$ cat src/hdl/mem_test_pkg.sv
/*
  shared definitions for the DDR2 local-port traffic generator
  - local port and address field widths
  - burst shape and address range limits
  - per-lane LFSR seeds
  - test_status bit positions
  - data word with flat and byte-lane views
*/
package mem_test_pkg;

  // ------------------------------
  // local port widths
  // ------------------------------
  localparam int data_w = 16;
  localparam int lane_n = 2;
  localparam int bank_w = 2;
  localparam int row_w  = 13;
  localparam int col_w  = 10;
  localparam int size_w = 3;

  // ------------------------------
  // burst shape and address range
  // ------------------------------
  localparam int burst_len = 2;
  // two beats of a 16-bit half-rate word cover four columns
  localparam int col_step  = 4;
  localparam int max_col   = 16;
  localparam int max_row   = 3;
  localparam int max_bank  = 3;

  // lane 0 seeded with 1, lane 1 with 11
  localparam logic [lane_n-1:0][7:0] lane_seed = {8'd11, 8'd1};

  // test_status bits
  localparam int stat_seq_bit  = 0;
  localparam int stat_dm_bit   = 2;
  localparam int stat_done_bit = 7;

  // one local data word, seen whole or per byte lane
  typedef union packed {
    logic [data_w-1:0]      flat;
    logic [lane_n-1:0][7:0] lane;
  } mem_word_t;

endpackage

$ cat src/hdl/pattern_gen.sv
/*
  data and byte-enable generator
  - one 8-bit Fibonacci LFSR per byte lane
  - reload store for the first word of a write pass
  - one-hot rotating byte enable for the data-mask test
*/
`timescale 1ns/1ps

module pattern_gen (
  input  logic                            clk,
  input  logic                            reset_n,
  input  logic                            local_ready,
  input  logic                            local_write_req,
  input  logic                            local_rdata_valid,
  input  logic                            gen_load,
  input  logic                            fill_zero,
  input  logic                            mask_mode,
  input  logic                            wait_first,
  output mem_test_pkg::mem_word_t         wdata,
  output mem_test_pkg::mem_word_t         expect_word,
  output logic [mem_test_pkg::lane_n-1:0] local_be
);
  import mem_test_pkg::*;

  mem_word_t         lfsr;
  mem_word_t         reload_word;
  logic              advance;
  logic              mask_active;
  logic [lane_n-1:0] be_start;

  // taps 8, 6, 5, 4
  function automatic logic [7:0] lfsr_next(input logic [7:0] d);
    return {d[6:0], d[7] ^ d[5] ^ d[4] ^ d[3]};
  endfunction

  // zero-fill beats leave the sequence where it is
  assign advance     = (local_write_req & local_ready & ~fill_zero) | local_rdata_valid;
  assign mask_active = mask_mode & ~fill_zero;
  assign be_start    = mask_active ? lane_n'(1) : '1;

  always_ff @(posedge clk or negedge reset_n)
  begin
    if (!reset_n)
    begin
      lfsr.lane <= lane_seed;
    end
    else if (gen_load)
    begin
      lfsr <= reload_word;
    end
    else if (advance)
    begin
      for (int i = 0; i < lane_n; i++)
      begin
        lfsr.lane[i] <= lfsr_next(lfsr.lane[i]);
      end
    end
  end

  // replay point for the read pass
  always_ff @(posedge clk)
  begin
    if (wait_first)
    begin
      reload_word <= lfsr;
    end
  end

  // ------------------------------
  // byte enable
  // ------------------------------
  always_ff @(posedge clk or negedge reset_n)
  begin
    if (!reset_n)
    begin
      local_be <= '1;
    end
    else if (gen_load)
    begin
      local_be <= be_start;
    end
    else if (advance & mask_active)
    begin
      local_be <= {local_be[lane_n-2:0], local_be[lane_n-1]};
    end
    else if (!mask_active)
    begin
      local_be <= '1;
    end
  end

  assign wdata       = fill_zero ? '0 : lfsr;
  assign expect_word = lfsr;

endmodule

$ cat src/hdl/addr_sequencer.sv
/*
  burst address counter
  - column steps by one burst, then carries into row and bank
  - at_last flags the final burst of the range
*/
`timescale 1ns/1ps

module addr_sequencer (
  input  logic                            clk,
  input  logic                            reset_n,
  input  logic                            addr_clear,
  input  logic                            addr_step,
  output logic [mem_test_pkg::bank_w-1:0] local_bank_addr,
  output logic [mem_test_pkg::row_w-1:0]  local_row_addr,
  output logic [mem_test_pkg::col_w-1:0]  local_col_addr,
  output logic                            at_last
);
  import mem_test_pkg::*;

  logic col_end;
  logic row_end;
  logic bank_end;

  assign col_end  = local_col_addr == col_w'(max_col);
  assign row_end  = local_row_addr == row_w'(max_row);
  assign bank_end = local_bank_addr == bank_w'(max_bank);
  assign at_last  = col_end & row_end & bank_end;

  always_ff @(posedge clk or negedge reset_n)
  begin
    if (!reset_n)
    begin
      local_bank_addr <= '0;
      local_row_addr  <= '0;
      local_col_addr  <= '0;
    end
    else if (addr_clear)
    begin
      local_bank_addr <= '0;
      local_row_addr  <= '0;
      local_col_addr  <= '0;
    end
    else if (addr_step)
    begin
      if (col_end)
      begin
        local_col_addr <= '0;
        if (row_end)
        begin
          local_row_addr <= '0;
          // full carry wraps back to bank 0
          local_bank_addr <= bank_end ? '0 : local_bank_addr + 1'b1;
        end
        else
        begin
          local_row_addr <= local_row_addr + 1'b1;
        end
      end
      else
      begin
        local_col_addr <= local_col_addr + col_w'(col_step);
      end
    end
  end

endmodule

$ cat src/hdl/read_checker.sv
/*
  read data checker
  - per-lane masked compare, three register stages to pnf_per_byte
  - sticky overall pass flag
  - status word from mode and completion bits
*/
`timescale 1ns/1ps

module read_checker (
  input  logic                            clk,
  input  logic                            reset_n,
  input  logic [mem_test_pkg::data_w-1:0] local_rdata,
  input  logic                            local_rdata_valid,
  input  mem_test_pkg::mem_word_t         expect_word,
  input  logic [mem_test_pkg::lane_n-1:0] local_be,
  input  logic                            seq_mode,
  input  logic                            mask_mode,
  input  logic                            test_complete,
  output logic [mem_test_pkg::lane_n-1:0] pnf_per_byte,
  output logic                            pnf_persist,
  output logic [7:0]                      test_status
);
  import mem_test_pkg::*;

  mem_word_t         rdata_word;
  logic [lane_n-1:0] compare;
  logic [lane_n-1:0] compare_reg;
  logic [lane_n-1:0] compare_valid;
  logic              valid_d1;
  logic              rd_seen;
  logic              rd_seen_d1;
  logic              pnf_fail;

  assign rdata_word.flat = local_rdata;

  // disabled lanes expect zero
  always_comb
  begin
    for (int i = 0; i < lane_n; i++)
    begin
      compare[i] = (expect_word.lane[i] & {8{local_be[i]}}) == rdata_word.lane[i];
    end
  end

  always_ff @(posedge clk or negedge reset_n)
  begin
    if (!reset_n)
    begin
      compare_reg   <= '1;
      compare_valid <= '1;
      pnf_per_byte  <= '1;
      valid_d1      <= 1'b0;
      rd_seen       <= 1'b0;
      rd_seen_d1    <= 1'b0;
      pnf_fail      <= 1'b0;
      pnf_persist   <= 1'b0;
    end
    else
    begin
      compare_reg <= compare;
      valid_d1    <= local_rdata_valid;
      // only a real read beat updates the lane result
      if (valid_d1)
      begin
        compare_valid <= compare_reg;
      end
      pnf_per_byte <= compare_valid;
      rd_seen      <= rd_seen | local_rdata_valid;
      rd_seen_d1   <= rd_seen;
      pnf_fail     <= pnf_fail | ~&pnf_per_byte;
      pnf_persist  <= rd_seen_d1 & (&pnf_per_byte) & ~pnf_fail;
    end
  end

  always_comb
  begin
    test_status                = '0;
    test_status[stat_seq_bit]  = seq_mode;
    test_status[stat_dm_bit]   = mask_mode;
    test_status[stat_done_bit] = test_complete;
  end

endmodule

$ cat src/hdl/test_sequencer.sv
/*
  test control FSM
  - sequential test: write pass, read pass
  - data-mask test: zero-fill pass, masked write pass, read pass
  - beat count within a write burst, outstanding read beats
*/
`timescale 1ns/1ps

module test_sequencer (
  input  logic clk,
  input  logic reset_n,
  input  logic local_ready,
  input  logic local_rdata_valid,
  input  logic at_last,
  output logic local_write_req,
  output logic local_read_req,
  output logic local_burstbegin,
  output logic addr_clear,
  output logic addr_step,
  output logic gen_load,
  output logic fill_zero,
  output logic mask_mode,
  output logic wait_first,
  output logic seq_mode,
  output logic test_complete
);
  import mem_test_pkg::*;

  logic [2:0]        state;
  logic [size_w-1:0] beat_cnt;
  logic [7:0]        rd_pending;
  logic              wr_accept;
  logic              rd_accept;
  logic              last_beat;
  logic              wr_setup;

  assign wr_accept = local_write_req & local_ready;
  assign rd_accept = local_read_req & local_ready;
  assign last_beat = beat_cnt == size_w'(burst_len - 1);
  assign wr_setup  = state == 3'd1;

  // one read request stands for a whole burst
  assign addr_step  = (wr_accept & last_beat) | rd_accept;
  assign addr_clear = wr_setup | (state == 3'd3);
  // masked pass keeps the seed stored by the zero-fill pass
  assign wait_first = wr_setup & ~(mask_mode & ~fill_zero);
  assign gen_load   = (state == 3'd3) | (wr_setup & mask_mode & ~fill_zero);

  // outstanding read beats
  always_ff @(posedge clk or negedge reset_n)
  begin
    if (!reset_n)
    begin
      rd_pending <= '0;
    end
    else
    begin
      rd_pending <= rd_pending + (rd_accept ? 8'(burst_len) : 8'd0)
                    - {7'd0, local_rdata_valid};
    end
  end

  // ------------------------------
  // main FSM
  // ------------------------------
  always_ff @(posedge clk or negedge reset_n)
  begin
    if (!reset_n)
    begin
      state            <= 3'd0;
      beat_cnt         <= '0;
      local_write_req  <= 1'b0;
      local_read_req   <= 1'b0;
      local_burstbegin <= 1'b0;
      fill_zero        <= 1'b0;
      mask_mode        <= 1'b0;
      seq_mode         <= 1'b0;
      test_complete    <= 1'b0;
    end
    else
    begin
      case (state)
        // start, sequential test first
        3'd0:
        begin
          seq_mode <= 1'b1;
          state    <= 3'd1;
        end
        // write pass setup
        3'd1:
        begin
          local_write_req  <= 1'b1;
          local_burstbegin <= 1'b1;
          beat_cnt         <= '0;
          state            <= 3'd2;
        end
        // write beats, frozen until accepted
        3'd2:
        begin
          if (wr_accept)
          begin
            if (last_beat)
            begin
              beat_cnt <= '0;
              if (at_last)
              begin
                local_write_req  <= 1'b0;
                local_burstbegin <= 1'b0;
                fill_zero        <= 1'b0;
                // zero fill is followed by the masked write pass
                state            <= fill_zero ? 3'd1 : 3'd3;
              end
              else
              begin
                local_burstbegin <= 1'b1;
              end
            end
            else
            begin
              beat_cnt         <= beat_cnt + 1'b1;
              local_burstbegin <= 1'b0;
            end
          end
        end
        // read pass setup
        3'd3:
        begin
          local_read_req   <= 1'b1;
          local_burstbegin <= 1'b1;
          state            <= 3'd4;
        end
        // one read request per burst
        3'd4:
        begin
          if (rd_accept & at_last)
          begin
            local_read_req   <= 1'b0;
            local_burstbegin <= 1'b0;
            state            <= 3'd5;
          end
        end
        // wait for every read beat before changing test
        3'd5:
        begin
          if (rd_pending == 8'd0)
          begin
            if (seq_mode)
            begin
              seq_mode  <= 1'b0;
              mask_mode <= 1'b1;
              fill_zero <= 1'b1;
              state     <= 3'd1;
            end
            else
            begin
              mask_mode     <= 1'b0;
              test_complete <= 1'b1;
              state         <= 3'd6;
            end
          end
        end
        // done, idle until reset
        3'd6:
        begin
          state <= 3'd6;
        end
        default:
        begin
          state <= 3'd0;
        end
      endcase
    end
  end

endmodule

$ cat src/hdl/mem_test_driver.sv
/*
  DDR2 local-port traffic generator, top level
  - FSM, address counter, data generator, read checker
*/
`timescale 1ns/1ps

module mem_test_driver (
  input  logic                            clk,
  input  logic                            reset_n,
  output logic                            local_write_req,
  output logic                            local_read_req,
  output logic                            local_burstbegin,
  output logic [mem_test_pkg::bank_w-1:0] local_bank_addr,
  output logic [mem_test_pkg::row_w-1:0]  local_row_addr,
  output logic [mem_test_pkg::col_w-1:0]  local_col_addr,
  output logic [mem_test_pkg::size_w-1:0] local_size,
  output logic [mem_test_pkg::lane_n-1:0] local_be,
  output logic [mem_test_pkg::data_w-1:0] local_wdata,
  input  logic                            local_ready,
  input  logic [mem_test_pkg::data_w-1:0] local_rdata,
  input  logic                            local_rdata_valid,
  output logic [mem_test_pkg::lane_n-1:0] pnf_per_byte,
  output logic                            pnf_persist,
  output logic                            test_complete,
  output logic [7:0]                      test_status
);
  import mem_test_pkg::*;

  logic      addr_clear;
  logic      addr_step;
  logic      at_last;
  logic      gen_load;
  logic      fill_zero;
  logic      mask_mode;
  logic      wait_first;
  logic      seq_mode;
  mem_word_t wdata_word;
  mem_word_t expect_word;

  assign local_wdata = wdata_word.flat;
  assign local_size  = size_w'(burst_len);

  test_sequencer u_test_sequencer (
    .clk               (clk),
    .reset_n           (reset_n),
    .local_ready       (local_ready),
    .local_rdata_valid (local_rdata_valid),
    .at_last           (at_last),
    .local_write_req   (local_write_req),
    .local_read_req    (local_read_req),
    .local_burstbegin  (local_burstbegin),
    .addr_clear        (addr_clear),
    .addr_step         (addr_step),
    .gen_load          (gen_load),
    .fill_zero         (fill_zero),
    .mask_mode         (mask_mode),
    .wait_first        (wait_first),
    .seq_mode          (seq_mode),
    .test_complete     (test_complete)
  );

  addr_sequencer u_addr_sequencer (
    .clk             (clk),
    .reset_n         (reset_n),
    .addr_clear      (addr_clear),
    .addr_step       (addr_step),
    .local_bank_addr (local_bank_addr),
    .local_row_addr  (local_row_addr),
    .local_col_addr  (local_col_addr),
    .at_last         (at_last)
  );

  pattern_gen u_pattern_gen (
    .clk               (clk),
    .reset_n           (reset_n),
    .local_ready       (local_ready),
    .local_write_req   (local_write_req),
    .local_rdata_valid (local_rdata_valid),
    .gen_load          (gen_load),
    .fill_zero         (fill_zero),
    .mask_mode         (mask_mode),
    .wait_first        (wait_first),
    .wdata             (wdata_word),
    .expect_word       (expect_word),
    .local_be          (local_be)
  );

  read_checker u_read_checker (
    .clk               (clk),
    .reset_n           (reset_n),
    .local_rdata       (local_rdata),
    .local_rdata_valid (local_rdata_valid),
    .expect_word       (expect_word),
    .local_be          (local_be),
    .seq_mode          (seq_mode),
    .mask_mode         (mask_mode),
    .test_complete     (test_complete),
    .pnf_per_byte      (pnf_per_byte),
    .pnf_persist       (pnf_persist),
    .test_status       (test_status)
  );

endmodule

$ cat config.mk
export PLATFORM = sky130hd
export DESIGN_NAME = mem_test_driver
export DESIGN_NICKNAME = d
export VERILOG_FILES = /design/src/hdl/mem_test_pkg.sv /design/src/hdl/pattern_gen.sv /design/src/hdl/addr_sequencer.sv /design/src/hdl/read_checker.sv /design/src/hdl/test_sequencer.sv /design/src/hdl/mem_test_driver.sv
export SDC_FILE = /design/constraint.sdc
export NUM_CORES = 1
export LEC_CHECK = 0
export ABC_AREA = 1
export BUFFER_PORTS_ARGS = -buffer_cell sky130_fd_sc_hd__buf_2
export CAP_MARGIN = 15
export CORE_ASPECT_RATIO = 1.75
export CORE_MARGIN = 5
export CORE_UTILIZATION = 30
export DETAILED_ROUTE_END_ITERATION = 16
export PLACE_DENSITY = 0.55
export SETUP_SLACK_MARGIN = 0.15
export SLEW_MARGIN = 15
export SYNTH_ARGS = -nofsm -noshare
export SYNTH_HDL_FRONTEND = slang
export SYNTH_SLANG_ARGS = --single-unit
$ cat constraint.sdc
create_clock -name clk -period 5.67 [get_ports clk]
set_clock_uncertainty 0.15 [all_clocks]
set_input_delay 0.2835 -clock clk [delete_from_list [all_inputs] [get_ports clk]]
set_output_delay 0.2835 -clock clk [all_outputs]
set_load 0.05 [all_outputs]
==> results of run 1 <==
path summary, 6_finish.rpt:
kind,to,slack (ns)
setup / recovery,u_test_sequencer.rd_pending[7]$_DFF_PN0_,3.38
hold / removal,u_addr_sequencer.local_row_addr[10]$_DFFE_PN0P_,0.006
setup reg to reg,u_test_sequencer.rd_pending[7]$_DFF_PN0_,3.42
hold reg to reg,u_read_checker.pnf_per_byte[0]$_DFF_PN1_,0.22
max in group asynchronous,u_test_sequencer.state[0]$_DFFE_PN0P_,4.74
min in group clk,u_read_checker.compare_reg[1]$_DFF_PN1_,0.17
synth_stat cells, drive strengths merged (2+ instances only):
cell / n / area share
dfrtp: 61 / 0.32
edfxtp: 16 / 0.10
and2: 2 / 0.0026
nor2: 51 / 0.040
a31oi: 2 / 0.0026
a21oi: 17 / 0.019
nand3: 38 / 0.043
conb: 2 / 0.0016
buf: 22 / 0.032
nand4: 16 / 0.021
xor2: 5 / 0.0092
mux2: 2 / 0.0047
nand2: 114 / 0.095
dfstp: 12 / 0.066
nand3b: 2 / 0.0031
nor3: 10 / 0.012
o21ai: 31 / 0.033
inv: 80 / 0.064
o21a: 3 / 0.0047
o211ai: 14 / 0.022
nor4: 4 / 0.0052
ha: 15 / 0.039
xnor2: 23 / 0.042
o22ai: 2 / 0.0026
o31ai: 2 / 0.0031
or2: 2 / 0.0026
clkbuf: 3 / 0.0024
cells by family (layout without fill, tap and decap cells):
family,count (synthesis),in the layout,synth area share
xor gates and xnor gates,28,28,0.0514
DFF,89,89,0.486
and+or+nand+nor,239,239,0.224
muxes,2,2,0.00472
AOI/OAI and AO/OA,73,73,0.0896
buffers and inverters,105,169,0.0986
other,2,10,0.00157
adders and majority gates,16,16,0.0435
metal layers:
metal,up-vias,wire length (microns),share of wire
li1,1925,-,-
met2,107,6120,0.53
met1,1874,4640,0.40
met4,0,241,0.021
met5,-,0,0
met3,16,528,0.046
through the flow:
step           setup WS (ns)  power, mW  cells  instance area [sq um]
4_1_cts                 3.35       3.56    815                   5580
3_5_place_dp            3.35       2.88    798                   5240
6_report                3.38       3.50    815                   5580
5_1_grt                 3.14       3.80    815                   5580
3_3_place_gp            3.40       2.83    798                   5240
2_1_floorplan           3.14       2.47    562                   4800
report_power, final:
group	internal, mW	switching [mW]
sequential	0.914	0.218
clock	0.396	0.267
combinational	0.511	1.20
layout make-up:
cell class	instances	area (sq um)	area share
Sequential cell	89	2320	0.416
Multi-Input combinational cell	368	2010	0.360
Timing Repair Buffer	73	375	0.0672
Inverter	80	305	0.0547
Tap cell	189	236	0.0424
Clock buffer	9	225	0.0403
Clock inverter	7	108	0.0193
worst max-delay path, stage by stage:
cell and delay, ns:
dlygate4sd3_1 0.55, buf_2 0.17, ha_1 0.15, inv_1 0.04, ha_1 0.19, fa_1 0.41
nand3_1 0.10, nand2_1 0.08, a21oi_1 0.13, nor2_1 0.05, nor2_1 0.10, xor2_1 0.15
==> impl_metrics.ini, run 1 <==
[global_routing]
grt-busiest-layer = met2
grt_pass1_wl_mm = 19.4
grtUsageTotal = 0.128
gr-total-overflow = 0
use_met3 = 0.0259
grt_pass1_vias = 4059
grt_max_degree = 74
met1_usage = 0.144
met2_usage = 0.235
antenna_found_initial = 0

[critical_path]
crit_arrival_ns = 2.40
startpoint = local_rdata_valid
r2r.worst_path.cells = 11
required_ns = 5.78
worstPathMaxFanout = 4
rr_startpoint = u_test_sequencer.local_read_req$_DFFE_PN0P_
endpoint_kind = flip-flop
path_class = input pin to flip-flop
start_kind = input pin

[drt]
vias = 3922
wirelength_mm = 11.5
wire_per_inst_microns = 14.1
first_pass_iters = 5
ant_nets = 0
route.detailed.drc = 0
drt-initial-drc-count = 217
vias_per_cell = 4.81

[cts]
cts_max_level = 3
cts_num_sinks = 89
cts_tree = done
numCtsBuffers = 9
clkLatencyLatePin_ns = 0.34
root_buffer = clkbuf_16
cts_resized = 0
cts_max_path_buffers = 2
post_cts.repair.setup_buffers = 0
cts_hold_buf = 1
clk_pin_slew_ns = 0.07

[timing]
finalCritPeriodShare = 0.404
timing.final.crit_period_ns = 2.29
timing.fmax_mhz = 436
finalSetupViolations = 0
relSlewSlack = 0.370
hold_viol_final = 0
rsz0062_at_grt = false
slew_viol_final = 0
tns_ns = 0
worst_slew_pin_slew_ns = 0.945
holdWs_ns = 0.00616

[final_layout]
fillerInstances = 1649
final_common_cell = nand2_1
final_nets = 657
final_cell_mix = nand2_1, inv_1, buf_2
diodes = 0
syn_to_final_growth_pct = 17.0
final_core_util = 0.353
drive_above_1_share = 0.192

[pwr]
irDropWorstVdd_mv = 0.241
powerDensity_nw_per_um2 = 628
p_leak_nw = 2.71

[synth]
synth_cell_types = 41
synth_seq_area_share = 0.487
synth.avg_cell_area_sq_um = 8.62
syn_area_sq_um = 4770
synthCells = 554
ys_warn_count = 0
synth-main-ff-cell = dfrtp_1
synth_edf_count = 16
ys_seq_elements = 89
async_flop_share = 0.820

[floorplanning]
initial_core_util = 0.302
rows = 61
dieHeight_microns = 177
die_area_sq_um = 18600
die_w_microns = 105
io_pins = 81
coreArea_sq_um = 15800

[place]
portBuffers = 70
place.gp.congestion = 0.878
dp_hpwl_mm = 8.67

[run]
cap_violations = 0

[hold_path]
min_path_type = input pin to asynchronous set/reset pin

[run_status]
status = finished, final reports clean
Power figures use the tool's default switching activity.
==> run 2: changes to the inputs <==
ABC_AREA = 0   (was 1)
PLACE_DENSITY = 0.56   (was 0.55)
clock period = 2.1 ns   (was 5.67 ns; I/O delays follow)
==> impl_metrics.ini, run 2 <==
[run_status]
status = finished, final reports clean

[synth]
syn_area_sq_um = 5040
synth_top_cell_area_share = 0.303
synth_seq_area_share = 0.461
synth_cell_types = 72
synth_top_cells_by_count = dfrtp_1, nor2_1, inv_1
synth.avg_cell_area_sq_um = 10.1
ys_seq_elements = 89
synthCells = 500
async_flop_share = 0.820
synth_top_area_cell = dfrtp_1
ys_warn_count = 0
synth_area_leaders = dfrtp_1, edfxtp_1, dfstp_2, mux2i_1, ha_1
synth-main-ff-cell = dfrtp_1
synth.most_common_cell = dfrtp_1
synth_edf_count = 16

[final_layout]
final_common_cell = buf_2
syn_to_final_growth_pct = 32.2
final_nets = 654
final_cell_mix = buf_2, buf_4, dfrtp_1
diodes = 0
final-instance-count-excl-fill = 847
drive_above_1_share = 0.379

[drt]
drt-met1-wl_mm = 5.26
highest_layer = met4
drt-initial-drc-count = 184
route.detailed.drc = 0
ant_nets = 0
vias = 4279
met2WireLength_mm = 7.39
first_pass_iters = 4
wire_per_inst_microns = 15.9
wl_met3_microns = 491
vias_per_cell = 5.05
wirelength_mm = 13.4

[cts]
cts_tree = done
numCtsBuffers = 9
root_buffer = clkbuf_16
cts_num_sinks = 89
clk_pin_slew_ns = 0.06
cts_max_path_buffers = 2
clkLatencyLatePin_ns = 0.34
cts_max_level = 3

[critical_path]
startpoint = u_test_sequencer.local_read_req$_DFFE_PN0P_
critPathMostFrequentCell = ha_4
slowest_stage = dfrtp_2
required_ns = 2.17
endpoint_kind = flip-flop
critical_path.cell_chain = nand2_4, ha_4, inv_2, ha_4, fa_2, nor2b_4, o21ai_4, nand2_1, xnor2_1
slowest_delay_ns = 0.38
crit_buf_inv = 1
path_class = flip-flop to flip-flop
crit_arrival_ns = 2.13
crit_family = adder cells
start_kind = flip-flop
r2r_setup_slack_ns = 0.03
rr_startpoint = u_test_sequencer.local_read_req$_DFFE_PN0P_
worstPathMaxFanout = 3

[hold_path]
min_path_type = input pin to flip-flop
hp-start = local_rdata[5]

[timing]
finalSetupViolations = 0
relSlewSlack = 0.600
worst_slew_pin_slew_ns = 0.600
hold_viol_final = 0
finalCritPeriodShare = 0.985
slew_viol_final = 0
timing.final.crit_period_ns = 2.07
tns_ns = 0
rsz0062_at_grt = true
timing.fmax_mhz = 484

[place]
placedCellCount = 804
dp_hpwl_mm = 9.79
portBuffers = 70
place.gp.congestion = 0.859

[global_routing]
antenna_found_initial = 0
gr-total-overflow = 0
grt_pass1_wl_mm = 21.8
grt_pass1_vias = 4435
grt_max_degree = 31
grtUsageTotal = 0.138

[floorplanning]
io_pins = 81
coreArea_sq_um = 16400
die_w_microns = 108
die_area_sq_um = 19600
rows = 62
dieHeight_microns = 181
initial_core_util = 0.306

[pwr]
p_leak_nw = 2.89
internal_power_mw = 4.38
p_switching_mw = 2.55
irDropWorstVdd_mv = 0.464
p_sw_frac = 0.368
powerDensity_nw_per_um2 = 1040
pwr-share-seq = 0.375
combPwrFrac = 0.398
clkPwrFrac = 0.227

[run]
cap_violations = 0
==> run 2: cell types whose count changed after synthesis, sizes merged, moves of 16 or more <==
cell | before | now
nand2 | 114 | 25
mux2i | 0 | 20
inv | 80 | 28
nor2 | 51 | 30
nand3 | 38 | 17
xnor2 | 23 | 7
nor2b | 0 | 22
==> run 2: layout make-up <==
class | count | area, sq um
clock buffers | 10 | 250
fillers | 1680 | 9790
flip-flops and latches | 89 | 2350
inverters | 28 | 108
well taps | 224 | 280
repair buffers | 134 | 892
clock inverters | 6 | 46.3
multi-input cells | 356 | 2740
==> run 2: path summary, 6_finish.rpt <==
kind,to,cells after the start
min in group asynchronous,u_addr_sequencer.local_row_addr[9]$_DFFE_PN0P_,2
worst min-delay path,u_read_checker.compare_reg[0]$_DFF_PN1_,4
worst max-delay path,u_test_sequencer.rd_pending[5]$_DFF_PN0_,9
worst max register to register,u_test_sequencer.rd_pending[5]$_DFF_PN0_,9
worst min register to register,u_read_checker.pnf_per_byte[0]$_DFF_PN1_,0
max in group asynchronous,u_read_checker.compare_reg[0]$_DFF_PN1_,3
==> run 2: kinds of logic (layout without fill, tap and decap cells) <==
| family | count (synthesis) | after routing | synth area share |
|---|---|---|---|
| buf+inv | 64 | 178 | 0.0606 |
| mux | 28 | 28 | 0.0576 |
| xor+xnor | 17 | 17 | 0.0295 |
| simple gates | 166 | 166 | 0.186 |
| fa+ha+maj | 16 | 16 | 0.0412 |
| compound gates | 118 | 119 | 0.163 |
| other cells | 2 | 10 | 0.00149 |
| flops | 89 | 89 | 0.461 |
==> run 2: per-layer routing <==
metal  up-vias  global-route usage
li1       2051                   -
met5         -                   0
met2       107               0.259
met4         0              0.0571
met1      2099               0.149
met3        22              0.0235
==> run 2: power by group through the flow <==
stage                     clock network (mW)  registers, mW  logic (mW)
final                                   1.57           2.60        2.76
after floorplan                            0           2.68        1.73
after global routing                    1.71           2.65        3.03
after detailed placement                   0           2.63        2.47
after CTS                               1.64           2.61        2.58
after global placement                     0           2.61        2.34
==> run 2: tightest hold or removal path, cell delays in order <==
cell and delay (ns):
buf_2 0.10, o22ai_1 0.06, a22oi_1 0.14, nor4_1 0.10
==> run 2: through the flow <==
stage                     instance area, sq um  total power [mW]   util  hold slack, ns  setup slack (ns)
after floorplan                           5220              4.41      -          -0.341            -0.199
after global placement                    5970              4.95  0.363        -0.00710            0.0415
after detailed placement                  5970              5.10  0.363         0.00998           -0.0319
after CTS                                 6500              6.83  0.395          0.0161            0.0129
after global routing                      6660              7.39  0.405          0.0407           -0.0302
final                                     6660              6.93  0.405          0.0318            0.0320
==> run 2: what timing repair did <==
item                                   in CTS  in global routing
hold buffers                                7                  0
endpoints found under the hold margin      19                  0
gates cloned                                1                  0
gates resized for setup                     9                 30
pin swaps                                   6                 12
buffers inserted                           15                  4
setup endpoints to repair                  20                 25
